$ cat src/hdl/spi_seq_config.svh
/*
 * build-time configuration of the SPI sequencer
 * bus address width, memory size, version number
 */
`ifndef SPI_SEQ_CONFIG_SVH
`define SPI_SEQ_CONFIG_SVH

// width of the register bus address
`define SPI_ABUS_WIDTH 16

// bytes in each of the tx and rx memories, power of two and at least 2
// tx window starts at address 8, rx window follows it
`define SPI_MEM_BYTES 16

// value returned by a read of address 0
`define SPI_VERSION 1

`endif

$ cat src/hdl/spi_seq_pkg.sv
/*
 * shared types of the SPI sequencer
 * register offsets, counter type, bus byte type
 */
package spi_seq_pkg;

    // offsets of the control registers below the memory windows
    typedef enum logic [2:0] {
        reg_soft_rst = 3'd0,  // write: soft reset, read: version
        reg_start    = 3'd1,  // write: start, read: done flag
        reg_reserved = 3'd2,
        reg_bits_lo  = 3'd3,
        reg_bits_hi  = 3'd4,
        reg_wait_lo  = 3'd5,
        reg_wait_hi  = 3'd6,
        reg_repeat   = 3'd7   // 0 means endless
    } reg_addr_e;

    // bit count, gap length and bit index
    typedef logic [15:0] bit_cnt_t;

    // register bus data
    typedef logic [7:0] byte_t;

endpackage

$ cat src/hdl/spi_ctrl_if.sv
/*
 * control interface between register block and sequencer
 * frame config and start/soft reset pulses one way, done pulse the other
 */
`timescale 1ns/10ps

interface spi_ctrl_if;
    import spi_seq_pkg::*;

    logic     start;       // one cycle, bus write to address 1
    logic     soft_rst;    // one cycle, bus write to address 0
    bit_cnt_t bit_out;     // bits per frame
    bit_cnt_t wait_len;    // gap cycles after each frame
    byte_t    repeat_len;  // frames per start, 0 is endless
    logic     done;        // one cycle at end of the last gap

    modport regs (
        output start,
        output soft_rst,
        output bit_out,
        output wait_len,
        output repeat_len,
        input  done
    );

    modport seq (
        input  start,
        input  soft_rst,
        input  bit_out,
        input  wait_len,
        input  repeat_len,
        output done
    );

endinterface

$ cat src/hdl/spi_regs.sv
/*
 * register block: config registers, start and soft reset decode,
 * done flag, bus read mux over registers and memory windows
 */
`timescale 1ns/10ps
`include "spi_seq_config.svh"

module spi_regs (
    input  logic                                 SPI_CLK,
    input  logic                                 RST,
    input  logic [`SPI_ABUS_WIDTH-1:0]           bus_add,
    input  spi_seq_pkg::byte_t                   bus_data_in,
    input  logic                                 bus_wr,
    output spi_seq_pkg::byte_t                   bus_data_out,
    output logic                                 mem_we,
    output logic [$clog2(2*`SPI_MEM_BYTES)-1:0]  mem_idx,
    output spi_seq_pkg::byte_t                   mem_wdata,
    input  spi_seq_pkg::byte_t                   mem_rdata,
    spi_ctrl_if.regs                             ctrl
);
    import spi_seq_pkg::*;

    localparam bit_cnt_t def_bit_out = bit_cnt_t'(8 * `SPI_MEM_BYTES);

    bit_cnt_t                    bit_out_q;
    bit_cnt_t                    wait_q;
    byte_t                       repeat_q;
    logic                        done_flag;
    byte_t                       rd_q;       // register read data, one cycle late
    logic [`SPI_ABUS_WIDTH-1:0]  prev_add;
    logic [`SPI_ABUS_WIDTH-1:0]  mem_off;
    logic                        reg_hit;
    logic                        cfg_rst;

    assign reg_hit = (bus_add < `SPI_ABUS_WIDTH'(8));

    // command pulses straight from the bus write
    assign ctrl.soft_rst = bus_wr && (bus_add == `SPI_ABUS_WIDTH'(reg_soft_rst));
    assign ctrl.start    = bus_wr && (bus_add == `SPI_ABUS_WIDTH'(reg_start));
    assign cfg_rst       = RST || ctrl.soft_rst;

    always_ff @(posedge SPI_CLK) begin
        if (cfg_rst) begin
            bit_out_q <= def_bit_out;
            wait_q    <= '0;
            repeat_q  <= 8'd1;
        end else if (bus_wr && reg_hit) begin
            case (reg_addr_e'(bus_add[2:0]))
                reg_bits_lo: bit_out_q[7:0]  <= bus_data_in;
                reg_bits_hi: bit_out_q[15:8] <= bus_data_in;
                reg_wait_lo: wait_q[7:0]     <= bus_data_in;
                reg_wait_hi: wait_q[15:8]    <= bus_data_in;
                reg_repeat:  repeat_q        <= bus_data_in;
                default: ;  // commands and reserved slot hold no data
            endcase
        end
    end

    assign ctrl.bit_out    = bit_out_q;
    assign ctrl.wait_len   = wait_q;
    assign ctrl.repeat_len = repeat_q;

    // done reads 0 from start until the sequencer finishes
    always_ff @(posedge SPI_CLK) begin
        if (cfg_rst)
            done_flag <= 1'b1;
        else if (ctrl.start)
            done_flag <= 1'b0;
        else if (ctrl.done)
            done_flag <= 1'b1;
    end

    always_ff @(posedge SPI_CLK) begin
        prev_add <= bus_add;
        if (reg_hit) begin
            case (reg_addr_e'(bus_add[2:0]))
                reg_soft_rst: rd_q <= byte_t'(`SPI_VERSION);
                reg_start:    rd_q <= {7'd0, done_flag};
                reg_reserved: rd_q <= '0;  // clock divider not implemented
                reg_bits_lo:  rd_q <= bit_out_q[7:0];
                reg_bits_hi:  rd_q <= bit_out_q[15:8];
                reg_wait_lo:  rd_q <= wait_q[7:0];
                reg_wait_hi:  rd_q <= wait_q[15:8];
                reg_repeat:   rd_q <= repeat_q;
            endcase
        end
    end

    // memory byte index counts from the start of the tx window
    assign mem_off   = bus_add - `SPI_ABUS_WIDTH'(8);
    assign mem_idx   = mem_off[$bits(mem_idx)-1:0];
    assign mem_wdata = bus_data_in;
    assign mem_we    = bus_wr && !reg_hit &&
                       (bus_add < `SPI_ABUS_WIDTH'(8 + `SPI_MEM_BYTES));

    always_comb begin
        if (prev_add < `SPI_ABUS_WIDTH'(8))
            bus_data_out = rd_q;
        else if (prev_add < `SPI_ABUS_WIDTH'(8 + 2 * `SPI_MEM_BYTES))
            bus_data_out = mem_rdata;
        else
            bus_data_out = '0;  // outside both windows
    end

endmodule

$ cat src/hdl/spi_shift_mem.sv
/*
 * tx and rx bit memories
 * byte access from the bus, bit access from the sequencer
 */
`timescale 1ns/10ps
`include "spi_seq_config.svh"

module spi_shift_mem (
    input  logic                                 SPI_CLK,
    input  logic                                 byte_we,
    input  logic [$clog2(2*`SPI_MEM_BYTES)-1:0]  byte_idx,
    input  spi_seq_pkg::byte_t                   byte_wdata,
    output spi_seq_pkg::byte_t                   byte_rdata,
    input  spi_seq_pkg::bit_cnt_t                bit_idx,
    output logic                                 tx_bit,
    input  logic                                 rx_we,
    input  logic                                 rx_bit
);

    localparam int nbits = 8 * `SPI_MEM_BYTES;
    localparam int bw    = $clog2(`SPI_MEM_BYTES);   // byte offset width
    localparam int aw    = $clog2(nbits);

    // index k holds stream bit k, msb of byte 0 goes out first
    logic [nbits-1:0] tx_mem;
    logic [nbits-1:0] rx_mem;
    logic [bw-1:0]    byte_off;
    logic             rx_sel;      // upper half of the index is the rx window
    logic [aw-1:0]    bit_off;

    assign byte_off = byte_idx[bw-1:0];
    assign rx_sel   = byte_idx[bw];
    assign bit_off  = bit_idx[aw-1:0];

    always_ff @(posedge SPI_CLK) begin
        if (byte_we) begin
            for (int i = 0; i < 8; i++)
                tx_mem[8 * byte_off + i] <= byte_wdata[7 - i];
        end
    end

    always_ff @(posedge SPI_CLK) begin
        for (int i = 0; i < 8; i++)
            byte_rdata[7 - i] <= rx_sel ? rx_mem[8 * byte_off + i] : tx_mem[8 * byte_off + i];
    end

    always_ff @(posedge SPI_CLK) begin
        if (rx_we)
            rx_mem[bit_off] <= rx_bit;  // one sdo sample per enabled cycle
    end

    assign tx_bit = tx_mem[bit_off];

endmodule

$ cat src/hdl/spi_sequencer.sv
/*
 * frame sequencer: bit and repeat counters, done pulse,
 * sen/sdi on falling edges, gated sclk, sld strobe, sdo capture
 */
`timescale 1ns/10ps

module spi_sequencer (
    input  logic                   SPI_CLK,
    input  logic                   RST,
    spi_ctrl_if.seq                ctrl,
    output spi_seq_pkg::bit_cnt_t  bit_idx,
    input  logic                   tx_bit,
    output logic                   rx_we,
    output logic                   rx_bit,
    output logic                   sclk,
    output logic                   sdi,
    output logic                   sen,
    output logic                   sld,
    input  logic                   sdo
);
    import spi_seq_pkg::*;

    bit_cnt_t    cnt;          // 0 idle, 1..bit_out frame, then gap
    bit_cnt_t    stop_bit;
    byte_t       rep_cnt;      // current repetition, from 1
    logic        en;           // internal enable, rising edge domain
    logic        seq_rst;
    logic        at_stop;
    logic        more;
    logic        rep_start;
    logic        rep_start_dly;
    logic [1:0]  ld_sync;

    assign seq_rst  = RST || ctrl.soft_rst;
    assign stop_bit = ctrl.bit_out + ctrl.wait_len;
    assign at_stop  = (cnt != '0) && (cnt == stop_bit);

    // endless when repeat_len is 0
    assign more      = (ctrl.repeat_len == '0) || (rep_cnt < ctrl.repeat_len);
    assign rep_start = at_stop && more;
    assign ctrl.done = at_stop && !more;

    always_ff @(posedge SPI_CLK) begin
        if (seq_rst)
            rep_start_dly <= 1'b0;
        else
            rep_start_dly <= rep_start;  // one idle cycle between frames
    end

    always_ff @(posedge SPI_CLK) begin
        if (seq_rst)
            cnt <= '0;
        else if (ctrl.start)
            cnt <= 16'd1;
        else if (at_stop)
            cnt <= '0;
        else if (rep_start_dly)
            cnt <= 16'd1;
        else if (cnt != '0)
            cnt <= cnt + 16'd1;
    end

    always_ff @(posedge SPI_CLK) begin
        if (seq_rst)
            en <= 1'b0;
        else if (ctrl.start || rep_start_dly)
            en <= 1'b1;
        else if (cnt == ctrl.bit_out)
            en <= 1'b0;  // last bit shifted
    end

    always_ff @(posedge SPI_CLK) begin
        if (seq_rst || ctrl.start)
            rep_cnt <= 8'd1;
        else if (at_stop)
            rep_cnt <= rep_cnt + 8'd1;
    end

    // load strobe after the enable falls
    always_ff @(posedge SPI_CLK) begin
        if (seq_rst) begin
            ld_sync <= '0;
            sld     <= 1'b0;
        end else begin
            ld_sync <= {ld_sync[0], en};
            sld     <= ld_sync[1] && !ld_sync[0];
        end
    end

    // counter is one ahead of the bit being shifted
    assign bit_idx = cnt - 16'd1;
    assign rx_we   = en;
    assign rx_bit  = sdo;

    // pins change half a cycle after the internal state
    always_ff @(negedge SPI_CLK) begin
        if (RST) begin
            sen <= 1'b0;
            sdi <= 1'b0;
        end else begin
            sen <= en;
            sdi <= tx_bit && en;
        end
    end

    // sen only moves while SPI_CLK is low, so no glitch
    assign sclk = SPI_CLK && sen;

endmodule

$ cat src/hdl/spi_core.sv
/*
 * SPI sequencer top level
 * register block, bit memories and frame sequencer
 */
`timescale 1ns/10ps
`include "spi_seq_config.svh"

module spi_core (
    input  logic                        SPI_CLK,
    input  logic                        RST,
    input  logic [`SPI_ABUS_WIDTH-1:0]  bus_add,
    input  spi_seq_pkg::byte_t          bus_data_in,
    input  logic                        bus_wr,
    input  logic                        bus_rd,        // reads have fixed latency, no strobe needed
    output spi_seq_pkg::byte_t          bus_data_out,
    output logic                        sclk,
    output logic                        sdi,
    output logic                        sen,
    output logic                        sld,
    input  logic                        sdo
);
    import spi_seq_pkg::*;

    logic                                 mem_we;
    logic [$clog2(2*`SPI_MEM_BYTES)-1:0]  mem_idx;
    byte_t                                mem_wdata;
    byte_t                                mem_rdata;
    bit_cnt_t                             bit_idx;
    logic                                 tx_bit;
    logic                                 rx_we;
    logic                                 rx_bit;

    spi_ctrl_if ctrl_if ();

    spi_regs i_regs (
        .SPI_CLK      (SPI_CLK),
        .RST          (RST),
        .bus_add      (bus_add),
        .bus_data_in  (bus_data_in),
        .bus_wr       (bus_wr),
        .bus_data_out (bus_data_out),
        .mem_we       (mem_we),
        .mem_idx      (mem_idx),
        .mem_wdata    (mem_wdata),
        .mem_rdata    (mem_rdata),
        .ctrl         (ctrl_if.regs)
    );

    spi_shift_mem i_mem (
        .SPI_CLK    (SPI_CLK),
        .byte_we    (mem_we),
        .byte_idx   (mem_idx),
        .byte_wdata (mem_wdata),
        .byte_rdata (mem_rdata),
        .bit_idx    (bit_idx),
        .tx_bit     (tx_bit),
        .rx_we      (rx_we),
        .rx_bit     (rx_bit)
    );

    spi_sequencer i_seq (
        .SPI_CLK (SPI_CLK),
        .RST     (RST),
        .ctrl    (ctrl_if.seq),
        .bit_idx (bit_idx),
        .tx_bit  (tx_bit),
        .rx_we   (rx_we),
        .rx_bit  (rx_bit),
        .sclk    (sclk),
        .sdi     (sdi),
        .sen     (sen),
        .sld     (sld),
        .sdo     (sdo)
    );

endmodule

$ cat config.mk
export PLATFORM = sky130hd
export DESIGN_NAME = spi_core
export DESIGN_NICKNAME = d
export VERILOG_FILES = /design/src/hdl/spi_seq_pkg.sv /design/src/hdl/spi_ctrl_if.sv /design/src/hdl/spi_regs.sv /design/src/hdl/spi_shift_mem.sv /design/src/hdl/spi_sequencer.sv /design/src/hdl/spi_core.sv
export VERILOG_INCLUDE_DIRS = /design/src /design/src/hdl
export SDC_FILE = /design/constraint.sdc
export NUM_CORES = 1
export LEC_CHECK = 0
export BUFFER_PORTS_ARGS = -buffer_cell sky130_fd_sc_hd__buf_2
export CORE_MARGIN = 3
export CORE_UTILIZATION = 30
export CTS_BUF_LIST = sky130_fd_sc_hd__clkbuf_2
export DETAILED_ROUTE_END_ITERATION = 16
export PLACE_DENSITY = 0.5
export SLEW_MARGIN = 20
export SYNTH_ARGS = -nofsm -noshare
export SYNTH_HDL_FRONTEND = slang
export SYNTH_SLANG_ARGS = --single-unit
$ cat constraint.sdc
create_clock -name SPI_CLK -period 9 [get_ports SPI_CLK]
set_input_delay 0.45 -clock SPI_CLK [delete_from_list [all_inputs] [get_ports SPI_CLK]]
set_output_delay 0.45 -clock SPI_CLK [all_outputs]
set_load 0.02 [all_outputs]
==> results of run 1 <==
==> sequential cells by signal (all words and copies together) (netlist names) <==
register                cells
i_mem.rx_mem              128
i_mem.tx_mem              128
i_regs.ctrl.bit_out        16
i_regs.ctrl.wait_len       16
i_seq.cnt                  16
i_regs.prev_add            13
i_mem.byte_rdata            8
i_regs.ctrl.repeat_len      8
i_regs.rd_q                 8
i_seq.rep_cnt               8
i_seq.ld_sync               2
i_regs.done_flag            1
i_seq.rep_start_dly         1
i_seq.rx_we                 1
i_seq.sdi                   1
i_seq.sen                   1
i_seq.sld                   1
==> critical path: cells and delay by family (launching register included) <==
family	cells	cell delay, ps
AO/OA/AOI/OAI	5	1500
XOR/XNOR	1	290
adder cells (fa/ha/maj)	1	370
buffers and inverters	1	120
flip-flops	1	600
AND/OR/NAND/NOR	1	640
==> final cells by class <==
class / count / area [um2] / share of cell area
timing repair buffer: 98 / 749 / 0.0392
multi-input combinational: 874 / 6710 / 0.351
sequential: 357 / 9790 / 0.512
inverter: 20 / 75.1 / 0.00393
tap: 748 / 936 / 0.0490
clock buffer: 141 / 706 / 0.0369
clock inverter: 33 / 146 / 0.00766
antenna: 4 / 10.0 / 0.000524
==> per-layer routing <==
layer	routed length, um	GRT usage	vias up
met5	0	0	-
li1	-	-	5379
met3	3530	0.0355	86
met4	1290	0.0620	0
met1	22100	0.232	5930
met2	23400	0.268	533
==> cells by family (layout without fill, tap and decap cells) <==
logic type	Yosys count	after routing	synth area share
and+or+nand+nor	456	456	0.122
DFF	357	357	0.579
AOI/OAI and AO/OA	184	184	0.0742
muxes	147	147	0.147
buffers and inverters	95	292	0.0252
xor gates and xnor gates	60	60	0.0320
adders and majority gates	27	27	0.0204
other	0	4	0
==> cell usage after synthesis (15+ instances only) <==
cell type	n
dfxtp_1	93
mux4_2	80
mux2i_1	57
inv_1	20
nand3_1	29
o21ai_0	16
o22ai_1	69
clkbuf_1	36
nand2_1	72
nor4_1	22
ha_1	26
xor2_1	36
a22o_1	15
a21oi_1	25
nor3_1	33
xnor2_1	22
nor2_1	229
edfxtp_1	264
buf_2	22
==> power groups by stage <==
stage / registers [mW] / clock network, mW / logic, mW
6_report: 1.77 / 1.12 / 0.151
3_5_place_dp: 1.81 / 0.00209 / 0.139
3_3_place_gp: 1.81 / 0.00209 / 0.138
5_1_grt: 1.77 / 1.25 / 0.162
4_1_cts: 1.77 / 1.16 / 0.153
2_1_floorplan: 1.81 / 0.00209 / 0.0766
==> stage by stage <==
step / worst slack (ps) / cell area, um2 / utilization
finish: 877 / 19100 / 0.345
global route: 667 / 19100 / 0.345
CTS: 942 / 19100 / 0.345
detailed placement: 1010 / 17900 / 0.322
global placement: 1190 / 17900 / 0.322
floorplan: 1490 / 16900 / -
==> path summary, 6_finish.rpt <==
path	from	to	slack [ps]	cells past startpoint
hold / removal	bus_add[4]	i_regs.prev_add[4]	180	2
setup reg to reg	i_seq.cnt[1]	i_seq.sdi	880	9
hold reg to reg	i_seq.ld_sync[0]	i_seq.ld_sync[1]	450	2
setup / recovery	i_seq.cnt[1]	i_seq.sdi	880	9
==> timing repair <==
item                      in CTS  in global routing
hold endpoints to repair     348                  0
gates resized for setup        0                  0
hold buffers                  39                  0
==> results by group, run 1 <==
Setup path
  • Required time of the critical path: about 5500 ps
  • Crit-path cells: inv_1 > ha_1 > xor2_1 > nand3_1 > o22ai_1 > o41ai_1 > a41oi_1 > a21o_1 > a2111oi_2
  • Max Fanout on Critical Path: 16
  • Arr. time, crit path: 4620 ps
  • Slowest stage delay, CP: 640 ps
  • Slowest CP cell: nand3_1
  • Worst setup SP type: flip-flop
  • CP Capture Type: flip-flop
  • WS Path Type: flip-flop to flip-flop

Synth
  • Dominant cell type by area after synthesis: edfxtp_1
  • Post-synth EDFFs: between 200 and 300
  • Synth area leaders: edfxtp_1, dfxtp_1, mux4_2
  • Fraction of registers with async set/reset: 0
  • Post-synth top area share: 0.469
  • Flops & latches, synth: roughly 360
  • Synth warn: 0
  • Synth Net Count: approximately 1,400
  • Cell count after synthesis: 1,326
  • Synth Flop Type: edfxtp_1
  • Post-synthesis cell area: 16,900 um2
  • Syn Area/Cell: 12.8 um2
  • Synth cell types: 66
  • Sequential element share of the synthesized area: 0.579

Placement
  • Post-placement cell count: 2,060
  • DPL Wire Length: 34,000 um
  • Port Buffers: 39
  • Gpl congestion: 0.886

Floorplan
  • Die footprint: 59,300 um2
  • Die height: around 240 um
  • FP Rows: 86
  • Num ports: 41
  • Starting density of the core: 0.305
  • Chip width: approximately 240 um
  • Area of the core: 55,400 um2

Timing
  • Max Transition Viols Final: 0
  • Worst-margin pin slew: 1040 ps
  • Layout Skew: between 90 and 100 ps
  • # setup viols final: 0
  • WHS: 177 ps
  • Unrepaired setup endpoints after global routing: false
  • Setup TNS: 0 ps
  • Slew headroom: 0.301
  • Hold Violations, Final: 0

Power and ir drop
  • Switching power: 0.785 mW
  • Combinational cell fraction of total power: 0.050
  • Switch share: 0.258
  • Seq pwr share: 0.583
  • Clock Power Share: 0.367
  • Internal power: ~2.3 mW
  • Lkg Pwr: 6.37 nW
  • Peak supply drop: 82.0 uV
  • Cell Pwr Density: ~160 nW/um2
  • Tot Pwr: around 3.0 mW

Finish
  • Layout cells sized above 1: 0.210
  • Layout net count: about 1,500
  • Synth-to-layout area growth: 13.1%
  • Post-Layout Cell Count: 2,275
  • Layout fillers: roughly 5,600
  • Most frequent cells in the layout: edfxtp_1, nor2_1, clkbuf_2
  • Most common cell after layout, fill and taps aside: edfxtp_1

GRT
  • Total gr overflow: 0
  • Largest net degree at the start of global routing: 129
  • GRT Overall Usage: 0.170
  • First-pass GRT wire length: 75,700 um
  • Vias in the first global route: between 10,000 and 15,000
  • Antenna violations before repair: 2

Flow run
  • MaxCap Viol Count: 0

CTS
  • TritonCTS clock tree: done
  • Clk slew on worst S/H paths: 90 ps
  • Setup Buffers After CTS: 0
  • Clock Latency Late Sink: 1190 ps

Drt
  • Drc violations: 0
  • Routed len/inst: between 20 and 25 um
  • 1st-pass router iterations: 8
  • Routed wire length: 50,300 um
  • Vias: approximately 12,000
  • Antenna Nets Post-Route: 0
  • Vias per inst: approximately 5.2
  • 1st-iter DRT viols: 1,145

Status
  • Status: finished clean

Min path
  • Hold Path Class: primary input to flip-flop
Note: power is estimated with default switching activity, not from simulation.
==> run 2, diff against run 1 <==
--- a/config.mk
+++ b/config.mk
@@ -12,6 +12,7 @@
 export CTS_BUF_LIST = sky130_fd_sc_hd__clkbuf_2
 export DETAILED_ROUTE_END_ITERATION = 16
 export PLACE_DENSITY = 0.5
+export RECOVER_POWER = 50
 export SLEW_MARGIN = 20
 export SYNTH_ARGS = -nofsm -noshare
 export SYNTH_HDL_FRONTEND = slang
==> results by group, run 2 (synthesized netlist as in run 1, its figures left out) <==
Min path
  • Hold path startpoint: bus_add[0] (was bus_add[4])
  • Hold Path Class: primary input to flip-flop (unchanged)
  • Hold depth: 4 (was 2)
  • Hold endpoint: i_mem.byte_rdata[7] (was i_regs.prev_add[4])

Placement
  • Port Buffers: 39 (unchanged)
  • Post-placement cell count: 2,060 (unchanged)
  • DPL Wire Length: 34,000 um (unchanged)
  • Gpl congestion: 0.886 (unchanged)

GRT
  • Total gr overflow: 0 (unchanged)
  • Met1 GRT Util: 0.232 (unchanged)
  • Met2 usage: 0.268 (unchanged)
  • Antenna violations before repair: 2 (unchanged)
  • GRT Overall Usage: 0.170 (unchanged)
  • GR Layer Usage met3: 0.0355 (unchanged)
  • Vias in the first global route: 12,000 (unchanged)
  • First-pass GRT wire length: 75,700 um (unchanged)
  • Largest net degree at the start of global routing: 129 (unchanged)
  • Gr busiest metal: met2 (unchanged)

Setup path
  • Reg-to-Reg End: i_seq.sdi (unchanged)
  • Reg2reg setup slack: 940 ps (was 880 ps)
  • Arr. time, crit path: 4570 ps (was 4620 ps)
  • Crit-path cells: inv_1 > ha_1 > xor2_1 > nand3_1 > o22ai_1 > o41ai_1 > a41oi_1 > a21o_1 > a2111oi_2 (unchanged)
  • Slowest CP cell: nand3_1 (unchanged)
  • Required time of the critical path: 5510 ps (was 5500 ps)
  • Reg2reg start: i_seq.cnt[1] (unchanged)
  • Max Fanout on Critical Path: 16 (unchanged)
  • Worst setup SP type: flip-flop (unchanged)
  • CP Capture Type: flip-flop (unchanged)
  • WS Path Type: flip-flop to flip-flop (unchanged)
  • Cells on worst reg2reg path: 9 (unchanged)
  • CP Buf/Inv Count: 1 (unchanged)
  • Top cell family by delay on the critical path: compound AO/OA/AOI/OAI gates (unchanged)
  • Slowest stage delay, CP: 620 ps (was 640 ps)

Flow run
  • MaxCap Viol Count: 4 (was 0)

Drt
  • Routed wire length: 50,400 um (was 50,300 um)
  • Routed len/inst: 22.2 um (was 22.1 um)
  • 1st-iter DRT viols: 1,245 (was 1,145)
  • Vias per inst: 5.21 (was 5.24)
  • Drc violations: 0 (unchanged)
  • 1st-pass router iterations: 5 (was 8)
  • Vias: 11,900 (about the same)
  • Antenna Nets Post-Route: 0 (unchanged)

Finish
  • Most frequent cells in the layout: edfxtp_1, nor2_1, clkbuf_2 (unchanged)
  • Largest regs: i_mem.rx_mem: 128 flops, i_mem.tx_mem: 128 flops (unchanged)
  • Layout net count: 1,508 (unchanged)
  • Post-Layout Cell Count: 2,276 (was 2,275)
  • Synth-to-layout area growth: 12.7% (was 13.1%)
  • Layout fillers: 5,580 (was 5,566)
  • Layout cells sized above 1: 0.194 (was 0.210)
  • Most common cell after layout, fill and taps aside: edfxtp_1 (unchanged)

Timing
  • Hold Violations, Final: 0 (unchanged)
  • Worst-margin pin slew: 4650 ps (was 1040 ps)
  • Setup TNS: 0 ps (unchanged)
  • Max Transition Viols Final: 238 (was 0)
  • Unrepaired setup endpoints after global routing: false (unchanged)
  • Layout Skew: 98.1 ps (was 96.7 ps)
  • Slew headroom: -2.10 (was 0.301)
  • # setup viols final: 0 (unchanged)

Status
  • Status: finished, violations left (was finished clean)
  • Failing checks: max-capacitance violations, max-slew violations

CTS
  • Setup Buffers After CTS: 0 (unchanged)
  • TritonCTS clock tree: done (unchanged)
  • Clk slew on worst S/H paths: 90 ps (about the same)
  • Clock Latency Late Sink: 1170 ps (was 1190 ps)

Floorplan
  • Die height: 243 um (unchanged)
  • Num ports: 41 (unchanged)
  • Die footprint: 59,300 um2 (unchanged)
  • Starting density of the core: 0.305 (unchanged)
  • Chip width: 243 um (unchanged)
  • Area of the core: 55,400 um2 (unchanged)
  • FP Rows: 86 (unchanged)

Power and ir drop
  • Lkg Pwr: 6.29 nW (was 6.37 nW)
  • Peak supply drop: 82.9 uV (was 82.0 uV)
  • Cell Pwr Density: 159 nW/um2 (about the same)
run 2: cell types whose count changed in the layout (fill, tap and decap cells not counted), sizes merged:
cell / before / now
diode: 4 / 5
buf: 60 / 38
clkbuf: 140 / 162
run 2: metrics by stage:
stage / util / power, mW / worst slack [ps] / hold WS (ps) / area [um2]
global placement: 0.322 / 1.95 / 1190 / 422 / 17900
finish: 0.344 / 3.04 / 939 / 284 / 19100
floorplan: - / 1.89 / 1490 / 408 / 16900
global route: 0.344 / 3.19 / 667 / 206 / 19100
detailed placement: 0.322 / 1.95 / 1010 / 435 / 17900
CTS: 0.345 / 3.09 / 942 / 4.67 / 19100
run 2: area by class of cell:
type | instances | area [um2] | share of cell area
Clock buffer | 141 | 706 | 0.0370
Inverter | 20 | 75.1 | 0.00394
Sequential cell | 357 | 9790 | 0.513
Multi-Input combinational cell | 874 | 6700 | 0.351
Antenna cell | 5 | 12.5 | 0.000656
Timing Repair Buffer | 98 | 706 | 0.0370
Tap cell | 748 | 936 | 0.0491
Clock inverter | 33 | 146 | 0.00768
run 2: worst max-delay path by stage:
stage / startpoint / end / slack [ps] / cells after the start
floorplan: i_seq.cnt[0] / i_seq.sdi / 1490 / 13
global placement: i_seq.cnt[1] / i_seq.sdi / 1190 / 9
detailed placement: i_seq.cnt[1] / i_seq.sdi / 1010 / 9
CTS: i_seq.cnt[1] / i_seq.sdi / 940 / 9
global route: i_seq.cnt[1] / i_seq.sdi / 670 / 9
finish: i_seq.cnt[1] / i_seq.sdi / 940 / 9
run 2: power by group:
| part | total, mW | internal [mW] | leakage, nW | switching, mW |
|---|---|---|---|---|
| Sequential | 1.77 | 1.77 | 3.08 | 0.00250 |
| Combinational | 0.152 | 0.0622 | 2.52 | 0.0903 |
| Clock | 1.11 | 0.423 | 0.684 | 0.690 |
| Total | 3.04 | 2.26 | 6.29 | 0.783 |
run 2: what timing repair did:
action | in CTS | in global routing
hold buffers | 39 | 0
endpoints found under the hold margin | 348 | 0
resized for setup | 0 | 0
run 2: worst reg2reg max path: stages (launching register included):
cell	delay (ps)
dfxtp_1	600
inv_1	120
ha_1	370
xor2_1	290
nand3_1	620
o22ai_1	220
o41ai_1	450
a41oi_1	220
a21o_1	220
a2111oi_2	350
run 2: metal layers:
metal,part of all wire,vias to the layer above
met5,0,-
met4,0.027,0
met3,0.066,84
met2,0.47,497
met1,0.44,5906
li1,-,5379
==> run 3, diff against run 2 <==
--- a/config.mk
+++ b/config.mk
@@ -7,11 +7,13 @@
 export NUM_CORES = 1
 export LEC_CHECK = 0
 export BUFFER_PORTS_ARGS = -buffer_cell sky130_fd_sc_hd__buf_2
+export CELL_PAD_IN_SITES_DETAIL_PLACEMENT = 0
+export CELL_PAD_IN_SITES_GLOBAL_PLACEMENT = 2
 export CORE_MARGIN = 3
-export CORE_UTILIZATION = 30
+export CORE_UTILIZATION = 35
 export CTS_BUF_LIST = sky130_fd_sc_hd__clkbuf_2
 export DETAILED_ROUTE_END_ITERATION = 16
-export PLACE_DENSITY = 0.5
+export PLACE_DENSITY = 0.71
 export RECOVER_POWER = 50
 export SLEW_MARGIN = 20
 export SYNTH_ARGS = -nofsm -noshare
==> results by group, run 3 (synthesized netlist as in run 1, its figures left out) <==
GRT
  • First-pass GRT wire length: 74,600 um (was 75,700 um)
  • Vias in the first global route: 12,000 (about the same)
  • GRT Overall Usage: 0.197 (was 0.170)
  • Antenna violations before repair: 2 (unchanged)
  • Largest net degree at the start of global routing: 129 (unchanged)
  • Total gr overflow: 0 (unchanged)

Setup path
  • Required time of the critical path: 5440 ps (was 5510 ps)
  • Reg-to-Reg End: i_seq.sdi (unchanged)
  • WS Path Type: flip-flop to flip-flop (unchanged)
  • Arr. time, crit path: 4400 ps (was 4570 ps)
  • CP Capture Type: flip-flop (unchanged)
  • Max Fanout on Critical Path: 16 (unchanged)
  • Reg2reg setup slack: 1040 ps (was 940 ps)
  • Worst setup SP type: flip-flop (unchanged)
  • Cells on worst reg2reg path: 9 (unchanged)
  • Reg2reg start: i_seq.cnt[1] (unchanged)

Floorplan
  • Area of the core: 47,100 um2 (was 55,400 um2)
  • Starting density of the core: 0.359 (was 0.305)
  • Chip width: 226 um (was 243 um)
  • FP Rows: 79 (was 86)
  • Die height: 226 um (was 243 um)
  • Num ports: 41 (unchanged)
  • Die footprint: 51,000 um2 (was 59,300 um2)

Drt
  • Vias per inst: 5.52 (was 5.21)
  • Vias: 11,800 (was 11,900)
  • 1st-pass router iterations: 5 (unchanged)
  • Routed len/inst: 23.4 um (was 22.2 um)
  • Routed wire length: 49,900 um (was 50,400 um)
  • Drc violations: 0 (unchanged)
  • Antenna Nets Post-Route: 0 (unchanged)
  • 1st-iter DRT viols: 1,192 (was 1,245)

Timing
  • Max Transition Viols Final: 348 (was 238)
  • Layout Skew: 162 ps (was 98.1 ps)
  • # setup viols final: 0 (unchanged)
  • Unrepaired setup endpoints after global routing: false (unchanged)
  • Hold Violations, Final: 0 (unchanged)
  • Worst-margin pin slew: 4730 ps (was 4650 ps)
  • Slew headroom: -2.15 (was -2.10)
  • Setup TNS: 0 ps (unchanged)

Min path
  • Hold depth: 4 (unchanged)
  • Hold path startpoint: bus_data_in[0] (was bus_add[0])
  • Hold endpoint: i_regs.ctrl.wait_len[8] (was i_mem.byte_rdata[7])
  • Hold Path Class: primary input to flip-flop (unchanged)

CTS
  • Clk slew on worst S/H paths: 120 ps (was 90 ps)
  • Clock Latency Late Sink: 1180 ps (was 1170 ps)
  • TritonCTS clock tree: done (unchanged)

Status
  • Failing checks: max-capacitance violations, max-slew violations (unchanged)
  • Status: finished, violations left (unchanged)

Finish
  • Layout cells sized above 1: 0.189 (was 0.194)
  • Post-Layout Cell Count: 2,137 (was 2,276)
  • Synth-to-layout area growth: 12.1% (was 12.7%)
  • Most common cell after layout, fill and taps aside: edfxtp_1 (unchanged)
  • Layout fillers: 4,575 (was 5,580)
  • Most frequent cells in the layout: edfxtp_1, nor2_1, clkbuf_2 (unchanged)
  • Largest regs: i_mem.rx_mem: 128 flops, i_mem.tx_mem: 128 flops (unchanged)
  • Util after Layout: 0.402 (was 0.344)
  • Layout net count: 1,508 (unchanged)

Placement
  • Port Buffers: 39 (unchanged)
  • DPL Wire Length: 33,500 um (was 34,000 um)
  • Post-placement cell count: 1,921 (was 2,060)
  • Gpl congestion: 0.919 (was 0.886)

Power and ir drop
  • Peak supply drop: 64.4 uV (was 82.9 uV)
  • Lkg Pwr: 6.30 nW (was 6.29 nW)
  • Cell Pwr Density: 164 nW/um2 (was 159 nW/um2)
  • Tot Pwr: 3.12 mW (was 3.04 mW)

Flow run
  • MaxCap Viol Count: 8 (was 4)
run 3: worst max-delay path by stage:
stage / from / to / slack, ps / cells past startpoint
2_1_floorplan: i_seq.cnt[0] / i_seq.sdi / 1490 / 13
3_3_place_gp: i_seq.cnt[1] / i_seq.sdi / 1140 / 9
3_5_place_dp: i_seq.cnt[1] / i_seq.sdi / 1070 / 9
4_1_cts: i_seq.cnt[1] / i_seq.sdi / 1080 / 9
5_1_grt: i_seq.cnt[1] / i_seq.sdi / 750 / 9
6_report: i_seq.cnt[1] / i_seq.sdi / 1040 / 9
run 3: per-stage QoR:
| step | hold WS [ps] | setup slack (ps) | cell area (um2) |
|---|---|---|---|
| final | 309 | 1040 | 19000 |
| after global routing | 209 | 753 | 19000 |
| after CTS | 41.2 | 1080 | 19000 |
| after detailed placement | 425 | 1070 | 17700 |
| after global placement | 417 | 1140 | 17700 |
| after floorplan | 408 | 1490 | 16900 |
run 3: critical path: stages, from the launching register on:
cell	delay [ps]
dfxtp_1	560
inv_1	120
ha_1	320
xnor2_1	290
nand2_1	630
o22ai_1	250
o41ai_1	450
a41oi_1	170
a21o_1	220
a2111oi_2	370
run 3: cell type report:
type / instances / area, um2 / area share
inverters: 20 / 75.1 / 0.00396
repair buffers: 99 / 708 / 0.0374
clock inverters: 33 / 193 / 0.0102
multi-input cells: 874 / 6700 / 0.354
diodes: 4 / 10.0 / 0.000528
clock buffers: 143 / 716 / 0.0378
flip-flops and latches: 357 / 9790 / 0.517
well taps: 607 / 759 / 0.0401
run 3: routing by layer:
metal,vias to the layer above,global-route usage,share of wire
li1,5370,-,-
met1,5873,0.262,0.43
met2,448,0.312,0.47
met3,104,0.0495,0.066
met4,0,0.0759,0.032
met5,-,0,0
run 3: report_power, final:
group          switching, mW  internal [mW]  total (mW)
Combinational         0.0931         0.0605       0.154
Clock                  0.704          0.484        1.19
Sequential           0.00262           1.77        1.77
Total                  0.800           2.32        3.12
run 3: what timing repair did:
item / CTS / global route
gates resized for setup: 0 / 0
endpoints found under the setup margin: 0 / 0
hold endpoints to repair: 289 / 0
hold buffers: 38 / 0
setup buffers: 0 / 0
